===== config.mk =====
export PLATFORM = sky130hd
export DESIGN_NAME = lsu_top
export DESIGN_NICKNAME = d
export VERILOG_FILES = /design/src/lsu_pkg.sv /design/src/mem_bus_pkg.sv /design/src/lsu_req_align.sv /design/src/lsu_rdata_align.sv /design/src/lsu_ctrl.sv /design/src/lsu_top.sv
export SDC_FILE = /design/constraint.sdc
export NUM_CORES = 1
export LEC_CHECK = 0
export BUFFER_PORTS_ARGS = -buffer_cell sky130_fd_sc_hd__clkbuf_2
export CORE_MARGIN = 1.5
export CORE_UTILIZATION = 50
export DETAILED_ROUTE_END_ITERATION = 10
export PLACE_DENSITY = 0.82
export SLEW_MARGIN = 20
export SYNTH_ARGS = -nofsm -noshare
export SYNTH_HDL_FRONTEND = slang
export SYNTH_SLANG_ARGS = --single-unit

===== constraint.sdc =====
create_clock -name clk -period 5 [get_ports clk]
set_input_delay 0.75 -clock clk [delete_from_list [all_inputs] [get_ports clk]]
set_output_delay 0.75 -clock clk [all_outputs]
set_load 0.01 [all_outputs]

===== src/lsu_pkg.sv =====
/*
 * LSU widths and the typedefs that carry them
 * Access size enum, command struct, writeback info struct
 */

package lsu_pkg;

  // Address and data path widths
  localparam int ADDR_W   = 32;
  localparam int DATA_W   = 32;
  // Byte lanes per data word
  localparam int BE_W     = 4;
  // Byte offset inside one word
  localparam int OFFSET_W = 2;

  typedef logic [ADDR_W-1:0]   addr_t;
  typedef logic [DATA_W-1:0]   data_t;
  typedef logic [BE_W-1:0]     be_t;
  typedef logic [OFFSET_W-1:0] offset_t;

  // Encoding follows the funct3 size bits of RISC-V loads and stores
  typedef enum logic [1:0] {
    LSU_SIZE_BYTE = 2'b00,
    LSU_SIZE_HALF = 2'b01,
    LSU_SIZE_WORD = 2'b10
  } lsu_size_e;

  // One load or store from the execute stage
  typedef struct packed {
    addr_t     op_a;   // Base register
    addr_t     op_b;   // Immediate offset
    data_t     wdata;  // Store data, unaligned
    logic      we;
    lsu_size_e size;
    logic      sext;   // Sign-extend on load
  } lsu_cmd_t;

  // Control info of one transfer in flight, consumed at its response
  typedef struct packed {
    lsu_size_e size;
    logic      sext;
    logic      we;
    offset_t   offset;  // Offset of the original address
    logic      first;   // First half of a split access
    logic      last;    // Last transfer of the access
  } wb_info_t;

endpackage


===== src/mem_bus_pkg.sv =====
/*
 * Data bus request and response structs
 * Outstanding transfer limit and counter type
 */

package mem_bus_pkg;

  // At most this many granted transfers wait for a response
  localparam int DEPTH = 2;
  // Counter must hold 0 to DEPTH
  localparam int CNT_W = 2;

  typedef logic [CNT_W-1:0] cnt_t;

  // Address phase payload
  // Held stable from request until grant
  typedef struct packed {
    lsu_pkg::addr_t addr;
    logic           we;
    lsu_pkg::be_t   be;
    lsu_pkg::data_t wdata;
  } bus_req_t;

  // Response phase payload
  // Responses come back in request order
  typedef struct packed {
    lsu_pkg::data_t rdata;
  } bus_rsp_t;

endpackage


===== src/lsu_req_align.sv =====
/*
 * Request side datapath: effective address, split detection,
 * byte enables and byte-lane rotation of the store data
 */

`timescale 1ns/100ps

module lsu_req_align (
  input  lsu_pkg::lsu_cmd_t    cmd_i,
  input  logic                 split_q_i,
  output logic                 split_needed_o,
  output lsu_pkg::offset_t     offset_o,
  output mem_bus_pkg::bus_req_t bus_o
);

  import lsu_pkg::*;

  addr_t             addr;
  offset_t           offset;
  addr_t             addr_next_word;
  be_t               size_mask;
  logic [2*BE_W-1:0] be_wide;
  logic [2*DATA_W-1:0] wdata_wide;

  ////////////////////////////////////////////////////////////////////////////
  // Address generation
  ////////////////////////////////////////////////////////////////////////////

  // Effective address
  assign addr   = cmd_i.op_a + cmd_i.op_b;
  assign offset = addr[OFFSET_W-1:0];

  // Word after the one holding the first byte
  assign addr_next_word = {addr[ADDR_W-1:OFFSET_W], {OFFSET_W{1'b0}}} + ADDR_W'(BE_W);

  // Split only in the first phase
  // Word crosses a boundary at any nonzero offset, half-word only at offset 3
  always_comb begin
    split_needed_o = 1'b0;
    if (!split_q_i) begin
      case (cmd_i.size)
        LSU_SIZE_WORD: split_needed_o = (offset != '0);
        LSU_SIZE_HALF: split_needed_o = (offset == '1);
        default:       split_needed_o = 1'b0;
      endcase
    end
  end

  ////////////////////////////////////////////////////////////////////////////
  // Byte enables
  ////////////////////////////////////////////////////////////////////////////

  // Lanes touched by the access, before the offset
  always_comb begin
    case (cmd_i.size)
      LSU_SIZE_BYTE: size_mask = 4'b0001;
      LSU_SIZE_HALF: size_mask = 4'b0011;
      default:       size_mask = 4'b1111;
    endcase
  end

  // Lanes over two words
  // Low half for the first transfer, high half for the remainder of a split
  assign be_wide = {{BE_W{1'b0}}, size_mask} << offset;

  // Rotate store data left by the offset in bytes
  assign wdata_wide = {cmd_i.wdata, cmd_i.wdata} << {offset, 3'b000};

  ////////////////////////////////////////////////////////////////////////////
  // Bus request
  ////////////////////////////////////////////////////////////////////////////

  always_comb begin
    bus_o.addr  = split_q_i ? addr_next_word : addr;
    bus_o.we    = cmd_i.we;
    bus_o.be    = split_q_i ? be_wide[2*BE_W-1:BE_W] : be_wide[BE_W-1:0];
    // Same rotation serves both halves, lanes select the bytes
    bus_o.wdata = wdata_wide[2*DATA_W-1:DATA_W];
  end

  // Offset of the original address, kept for the read side
  assign offset_o = offset;

endmodule


===== src/lsu_rdata_align.sv =====
/*
 * Read data path: joins the two halves of a split load,
 * shifts the result down to bit 0 and sign- or zero-extends it
 */

`timescale 1ns/100ps

module lsu_rdata_align (
  input  logic                  clk,
  input  logic                  rst_n,
  input  logic                  rvalid_i,
  input  mem_bus_pkg::bus_rsp_t rsp_i,
  input  lsu_pkg::wb_info_t     info_i,
  output lsu_pkg::data_t        rdata_o
);

  import lsu_pkg::*;

  data_t               rdata_q;
  logic                rdata_is_split;
  logic [2*DATA_W-1:0] rdata_full;
  logic [2*DATA_W-1:0] rdata_shifted;
  data_t               rdata_aligned;

  // Low word of a split load
  // Captured at the first response, joined at the second
  always_ff @(posedge clk or negedge rst_n) begin
    if (!rst_n) begin
      rdata_q <= '0;
    end else if (rvalid_i && info_i.first && !info_i.we) begin
      rdata_q <= rsp_i.rdata;
    end
  end

  // Same rule as the request side split
  always_comb begin
    case (info_i.size)
      LSU_SIZE_WORD: rdata_is_split = (info_i.offset != '0);
      LSU_SIZE_HALF: rdata_is_split = (info_i.offset == '1);
      default:       rdata_is_split = 1'b0;
    endcase
  end

  ////////////////////////////////////////////////////////////////////////////
  // Realignment
  ////////////////////////////////////////////////////////////////////////////

  // Second word above the first for a split
  // Otherwise the response twice, so the shift wraps high bytes down
  assign rdata_full = rdata_is_split ? {rsp_i.rdata, rdata_q}
                                     : {rsp_i.rdata, rsp_i.rdata};

  assign rdata_shifted = rdata_full >> {info_i.offset, 3'b000};
  assign rdata_aligned = rdata_shifted[DATA_W-1:0];

  ////////////////////////////////////////////////////////////////////////////
  // Extension
  ////////////////////////////////////////////////////////////////////////////

  always_comb begin
    case (info_i.size)
      LSU_SIZE_BYTE: begin
        rdata_o = {{24{info_i.sext && rdata_aligned[7]}}, rdata_aligned[7:0]};
      end
      LSU_SIZE_HALF: begin
        rdata_o = {{16{info_i.sext && rdata_aligned[15]}}, rdata_aligned[15:0]};
      end
      default: begin
        rdata_o = rdata_aligned;
      end
    endcase
  end

endmodule


===== src/lsu_ctrl.sv =====
/*
 * LSU control with the split state, the outstanding transfer counter,
 * the writeback info queue and the command and bus handshakes
 */

`timescale 1ns/100ps

module lsu_ctrl (
  input  logic              clk,
  input  logic              rst_n,
  input  logic              cmd_valid_i,
  input  lsu_pkg::lsu_cmd_t cmd_i,
  input  logic              split_needed_i,
  input  lsu_pkg::offset_t  offset_i,
  input  logic              bus_gnt_i,
  input  logic              bus_rvalid_i,
  output logic              split_q_o,
  output logic              bus_req_o,
  output logic              cmd_ready_o,
  output lsu_pkg::wb_info_t info_o,
  output logic              rsp_valid_o,
  output logic              rsp_we_o,
  output logic              busy_o
);

  import lsu_pkg::*;
  import mem_bus_pkg::*;

  localparam int PTR_W = (DEPTH > 1) ? $clog2(DEPTH) : 1;

  logic             gnt;
  cnt_t             cnt_q;
  cnt_t             cnt_next;
  logic             split_q;
  wb_info_t         push_info;
  wb_info_t         info_mem [DEPTH];
  logic [PTR_W-1:0] wr_ptr_q;
  logic [PTR_W-1:0] rd_ptr_q;

  ////////////////////////////////////////////////////////////////////////////
  // Handshakes
  ////////////////////////////////////////////////////////////////////////////

  // Request only with room for one more outstanding transfer
  // Count only falls while waiting so the request holds until its grant
  assign bus_req_o = cmd_valid_i && (cnt_q < cnt_t'(DEPTH));
  assign gnt       = bus_req_o && bus_gnt_i;

  // Command leaves at the grant of its last transfer
  assign cmd_ready_o = gnt && !split_needed_i;

  // Second phase of a split follows the first grant
  // Cleared without a valid command so the next one starts in phase one
  always_ff @(posedge clk or negedge rst_n) begin
    if (!rst_n) begin
      split_q <= 1'b0;
    end else if (!cmd_valid_i) begin
      split_q <= 1'b0;
    end else if (gnt) begin
      split_q <= split_needed_i;
    end
  end

  assign split_q_o = split_q;

  ////////////////////////////////////////////////////////////////////////////
  // Outstanding counter
  ////////////////////////////////////////////////////////////////////////////

  always_comb begin
    case ({gnt, bus_rvalid_i})
      2'b10:   cnt_next = cnt_q + 1'b1;
      2'b01:   cnt_next = cnt_q - 1'b1;
      default: cnt_next = cnt_q;  // Idle, or one in and one out
    endcase
  end

  always_ff @(posedge clk or negedge rst_n) begin
    if (!rst_n) begin
      cnt_q <= '0;
    end else begin
      cnt_q <= cnt_next;
    end
  end

  ////////////////////////////////////////////////////////////////////////////
  // Writeback info queue
  ////////////////////////////////////////////////////////////////////////////

  // First half of a split never produces a result
  always_comb begin
    push_info.size   = cmd_i.size;
    push_info.sext   = cmd_i.sext;
    push_info.we     = cmd_i.we;
    push_info.offset = offset_i;
    push_info.first  = split_needed_i;
    push_info.last   = !split_needed_i;
  end

  // One entry written per granted transfer
  always_ff @(posedge clk) begin
    if (gnt) begin
      info_mem[wr_ptr_q] <= push_info;
    end
  end

  always_ff @(posedge clk or negedge rst_n) begin
    if (!rst_n) begin
      wr_ptr_q <= '0;
      rd_ptr_q <= '0;
    end else begin
      if (gnt) begin
        wr_ptr_q <= (wr_ptr_q == PTR_W'(DEPTH - 1)) ? '0 : wr_ptr_q + 1'b1;
      end
      if (bus_rvalid_i) begin
        rd_ptr_q <= (rd_ptr_q == PTR_W'(DEPTH - 1)) ? '0 : rd_ptr_q + 1'b1;
      end
    end
  end

  // Head entry belongs to the next response
  assign info_o = info_mem[rd_ptr_q];

  ////////////////////////////////////////////////////////////////////////////
  // Result and status
  ////////////////////////////////////////////////////////////////////////////

  assign rsp_valid_o = bus_rvalid_i && info_o.last;
  assign rsp_we_o    = info_o.we;
  assign busy_o      = cmd_valid_i || (cnt_q != '0);

endmodule


===== src/lsu_top.sv =====
/*
 * LSU top level
 * Control, request datapath and read datapath wired to the ports
 */

`timescale 1ns/100ps

module lsu_top (
  input  logic                   clk,
  input  logic                   rst_n,
  // Execute stage command
  input  logic                   cmd_valid_i,
  input  lsu_pkg::lsu_cmd_t      cmd_i,
  output logic                   cmd_ready_o,
  // Data bus
  output logic                   bus_req_o,
  output mem_bus_pkg::bus_req_t  bus_o,
  input  logic                   bus_gnt_i,
  input  logic                   bus_rvalid_i,
  input  mem_bus_pkg::bus_rsp_t  bus_rsp_i,
  // Writeback result
  output logic                   rsp_valid_o,
  output lsu_pkg::data_t         rsp_rdata_o,
  output logic                   rsp_we_o,
  output logic                   busy_o
);

  import lsu_pkg::*;

  logic     split_q;
  logic     split_needed;
  offset_t  offset;
  wb_info_t info_head;

  // Handshakes, split state and info queue
  lsu_ctrl u_ctrl (
    .clk            (clk),
    .rst_n          (rst_n),
    .cmd_valid_i    (cmd_valid_i),
    .cmd_i          (cmd_i),
    .split_needed_i (split_needed),
    .offset_i       (offset),
    .bus_gnt_i      (bus_gnt_i),
    .bus_rvalid_i   (bus_rvalid_i),
    .split_q_o      (split_q),
    .bus_req_o      (bus_req_o),
    .cmd_ready_o    (cmd_ready_o),
    .info_o         (info_head),
    .rsp_valid_o    (rsp_valid_o),
    .rsp_we_o       (rsp_we_o),
    .busy_o         (busy_o)
  );

  // Address, byte enables and store data, combinational on the command
  lsu_req_align u_req_align (
    .cmd_i          (cmd_i),
    .split_q_i      (split_q),
    .split_needed_o (split_needed),
    .offset_o       (offset),
    .bus_o          (bus_o)
  );

  // Load data, combinational on the response
  lsu_rdata_align u_rdata_align (
    .clk      (clk),
    .rst_n    (rst_n),
    .rvalid_i (bus_rvalid_i),
    .rsp_i    (bus_rsp_i),
    .info_i   (info_head),
    .rdata_o  (rsp_rdata_o)
  );

endmodule


==> impl_metrics.ini <==
[outcome]
status = complete, no violations

[cells_and_area]
seq_area_mm2 = 0.00121
fillers = 1058
fin_nets = 1148
fin_cells = 1139
multi_input_area_mm2 = 0.00487
drive_gt1_share_pct = 34.9
diodes = 0
syn2layout_area_growth_pct = 24.7

[synthesis]
synth_edf_count = 16
synth_top_area_share_pct = 11.9
yosys_warnings = 0
synthTopCellsByArea = mux4_2 12%, dfrtp_1 12%, ha_1 8.0%
ys_seq_area_share_pct = 19.3
syn-instance-count = 751
netlist_area_mm2 = 0.00626
synth.avg_cell_area_um2 = 8.34
yosys.cell_types.count = 58
yosysTopAreaCell = mux4_2
ys_async_sr_fraction_pct = 64.4
ys.flop_type = dfrtp_1
yosys-top-cells-count = 107 x nand2_1, 69 x a21oi_1, 63 x nor2_1
synthesis.nets = 929
yosysMostFrequentCell = nand2_1
ys_ff_latch = 45

[timing]
tightest_slew_ns = 1.03
rsz0062_at_grt = no
hold_viol = 0
hold_ws_ns = 0.482
fin_crit_ns = 4.74
fin_skew_ns = 0.00728
maxSlewViolCount = 0
max_freq_ghz = 0.211
setup_viol = 0
fin_crit_sh_pct = 94.9
tns_ns = 0
fin_ws_ns = 0.257
max_slew_margin_pct = 30.9

[critical_path]
start_kind = input port
reg2reg_slack_ns = 2.51
critPathKind = input port to output port
cp_max_fo = 7
cp.required_ns = 4.25
crit_path_end_kind = output port
cp.arrival_ns = 3.99

[worst_hold_path]
hold_path.class = register to register

[placement]
port_buffers = 242
dpl.hpwl_um = 14400
dp_cells = 1131
place_ws_ns = 0.228
place.gp.congestion = 0.936

[detailed_routing]
drc = 0
viasPerCell = 5.71
dr_total_vias = 6506
routed_wl_um = 17400
ant_nets = 0
drt_iter0_drc = 499
drt_pre_antenna_iters = 4
wl_per_cell_um = 15.3

[pwr]
p_leak_nw = 3.56
ir_worst_vdd_mv = 0.192
p_sw_share_pct = 45.2
pwr-share-comb_pct = 65.9
pwr-share-clk_pct = 13.1
power.switching_mw = 1.31
intPower_mw = 1.59
total_power_mw = 2.90
power_frac_seq_pct = 20.9
p_per_area_mw_per_mm2 = 372

[die]
initial_core_util_pct = 51.7
die_x_um = 115
dieArea_mm2 = 0.0132
core_mm2 = 0.0121
fp-row-count = 40
die_h_um = 115
io_pins = 243

[cts]
htree_levels = 2
post-cts-setup-buffers = 0
root_buffer = clkbuf_16
insertion_delay_ns = 0.29
cts.clk_slew.worst_paths_ns = 0.06
cts_buffers = 5
hold_buffers = 0
cts.sinks = 45
clockBufferDepth = 2
cts_tree = yes

[grt]
grt-ovfl-total = 0
grt_pass1_vias = 5961
grt_start_max_net_pins = 47
antenna_found_initial = 0
track_usage_pct = 26.0
grt_pass1_wl_um = 28000

[run]
max_cap_violations = 0
[layout by cell type, fill, tap and decap left out, types with 4 or more instances in the layout]
cell type / instances
nor3_1: 15
or3_1: 4
mux2_2: 31
xor2_1: 28
o211ai_1: 6
a211oi_1: 4
nor4_2: 4
nand2_1: 107
o21ai_0: 51
nor2_1: 63
and3_1: 7
dfrtp_1: 29
xnor2_1: 36
inv_1: 15
nand4_1: 8
a21o_1: 7
a31oi_1: 10
o311ai_0: 5
clkbuf_2: 242
o21ai_1: 9
mux4_2: 33
mux2i_1: 34
clkbuf_16: 5
nor2b_1: 7
nand2b_1: 5
a21oi_1: 69
ha_1: 39
and2_1: 4
edfxtp_1: 16
nand3_1: 20
buf_4: 10
[what timing repair did]
| item | in CTS | in global routing |
|---|---|---|
| hold endpoints to repair | 0 | 0 |
| resized for setup | 0 | 1 |
| endpoints found under the setup margin | 0 | 1 |
[final cells by class]
cell class,instances,share of cell area (%)
timing repair buffer,252,16.5
clock buffer,5,1.60
multi-input combinational,651,62.4
tap,168,2.69
sequential,45,15.4
inverter,15,0.721
clock inverter,3,0.641
[cell families after synthesis]
group	synth area share [%]
muxes	23.4
AOI/OAI and AO/OA	17.5
DFF	19.3
and+or+nand+nor	19.1
buffers and inverters	3.48
xor gates and xnor gates	8.95
adders and majority gates	8.31
[metal layers]
metal | routed length (µm) | vias to the layer above | global-route usage, %
met3 | 970 | 33 | 3.11
li1 | - | 3215 | -
met1 | 7670 | 3001 | 33.8
met2 | 8300 | 257 | 44.8
met5 | 0 | - | 0
met4 | 471 | 0 | 9.22
[power by group through the flow]
stage          Sequential [mW]  Clock, mW  Combinational [mW]
2_1_floorplan            0.572          0                1.33
3_3_place_gp             0.604          0                1.87
3_5_place_dp             0.614          0                1.90
4_1_cts                  0.607      0.389                1.91
5_1_grt                  0.626      0.402                2.11
6_report                 0.608      0.381                1.91
[path summary, 6_finish.rpt]
check	start	end	depth (start not counted)
worst max-delay path	cmd_i[37]	bus_o[67]	12
worst min-delay path	u_ctrl.cnt_q[1]	u_ctrl.cnt_q[1]	1
worst max register to register	u_ctrl.rd_ptr_q	u_rdata_align.rdata_q[10]	4
worst min register to register	u_ctrl.cnt_q[1]	u_ctrl.cnt_q[1]	1
max in group asynchronous	rst_n	u_rdata_align.rdata_q[27]	1
min in group asynchronous	rst_n	u_rdata_align.rdata_q[9]	1
[through the flow]
step | instance area [µm²] | utilization (%)
global route | 7810 | 64.5
detailed placement | 7620 | 62.9
CTS | 7790 | 64.3
finish | 7810 | 64.5
global placement | 7620 | 62.9
floorplan | 6260 | -
[critical path: stages]
cell      delay (ns)
clkbuf_2        0.11
ha_1            0.31
a211oi_1        0.44
o21ai_2         0.13
a41oi_1         0.26
xor2_1          0.17
nor3_4          0.26
nand4_2         0.16
or4_1           0.71
nor4_2          0.30
xor2_1          0.21
clkbuf_2        0.16
[flip-flops by register name (all words and copies together) (netlist names)]
name / cells
u_ctrl.rd_ptr_q: 1
u_ctrl.info_mem: 16
u_rdata_align.rdata_q: 24
u_ctrl.split_q_o: 1
u_ctrl.cnt_q: 2
u_ctrl.wr_ptr_q: 1
Note: power is estimated with default switching activity, not from simulation.
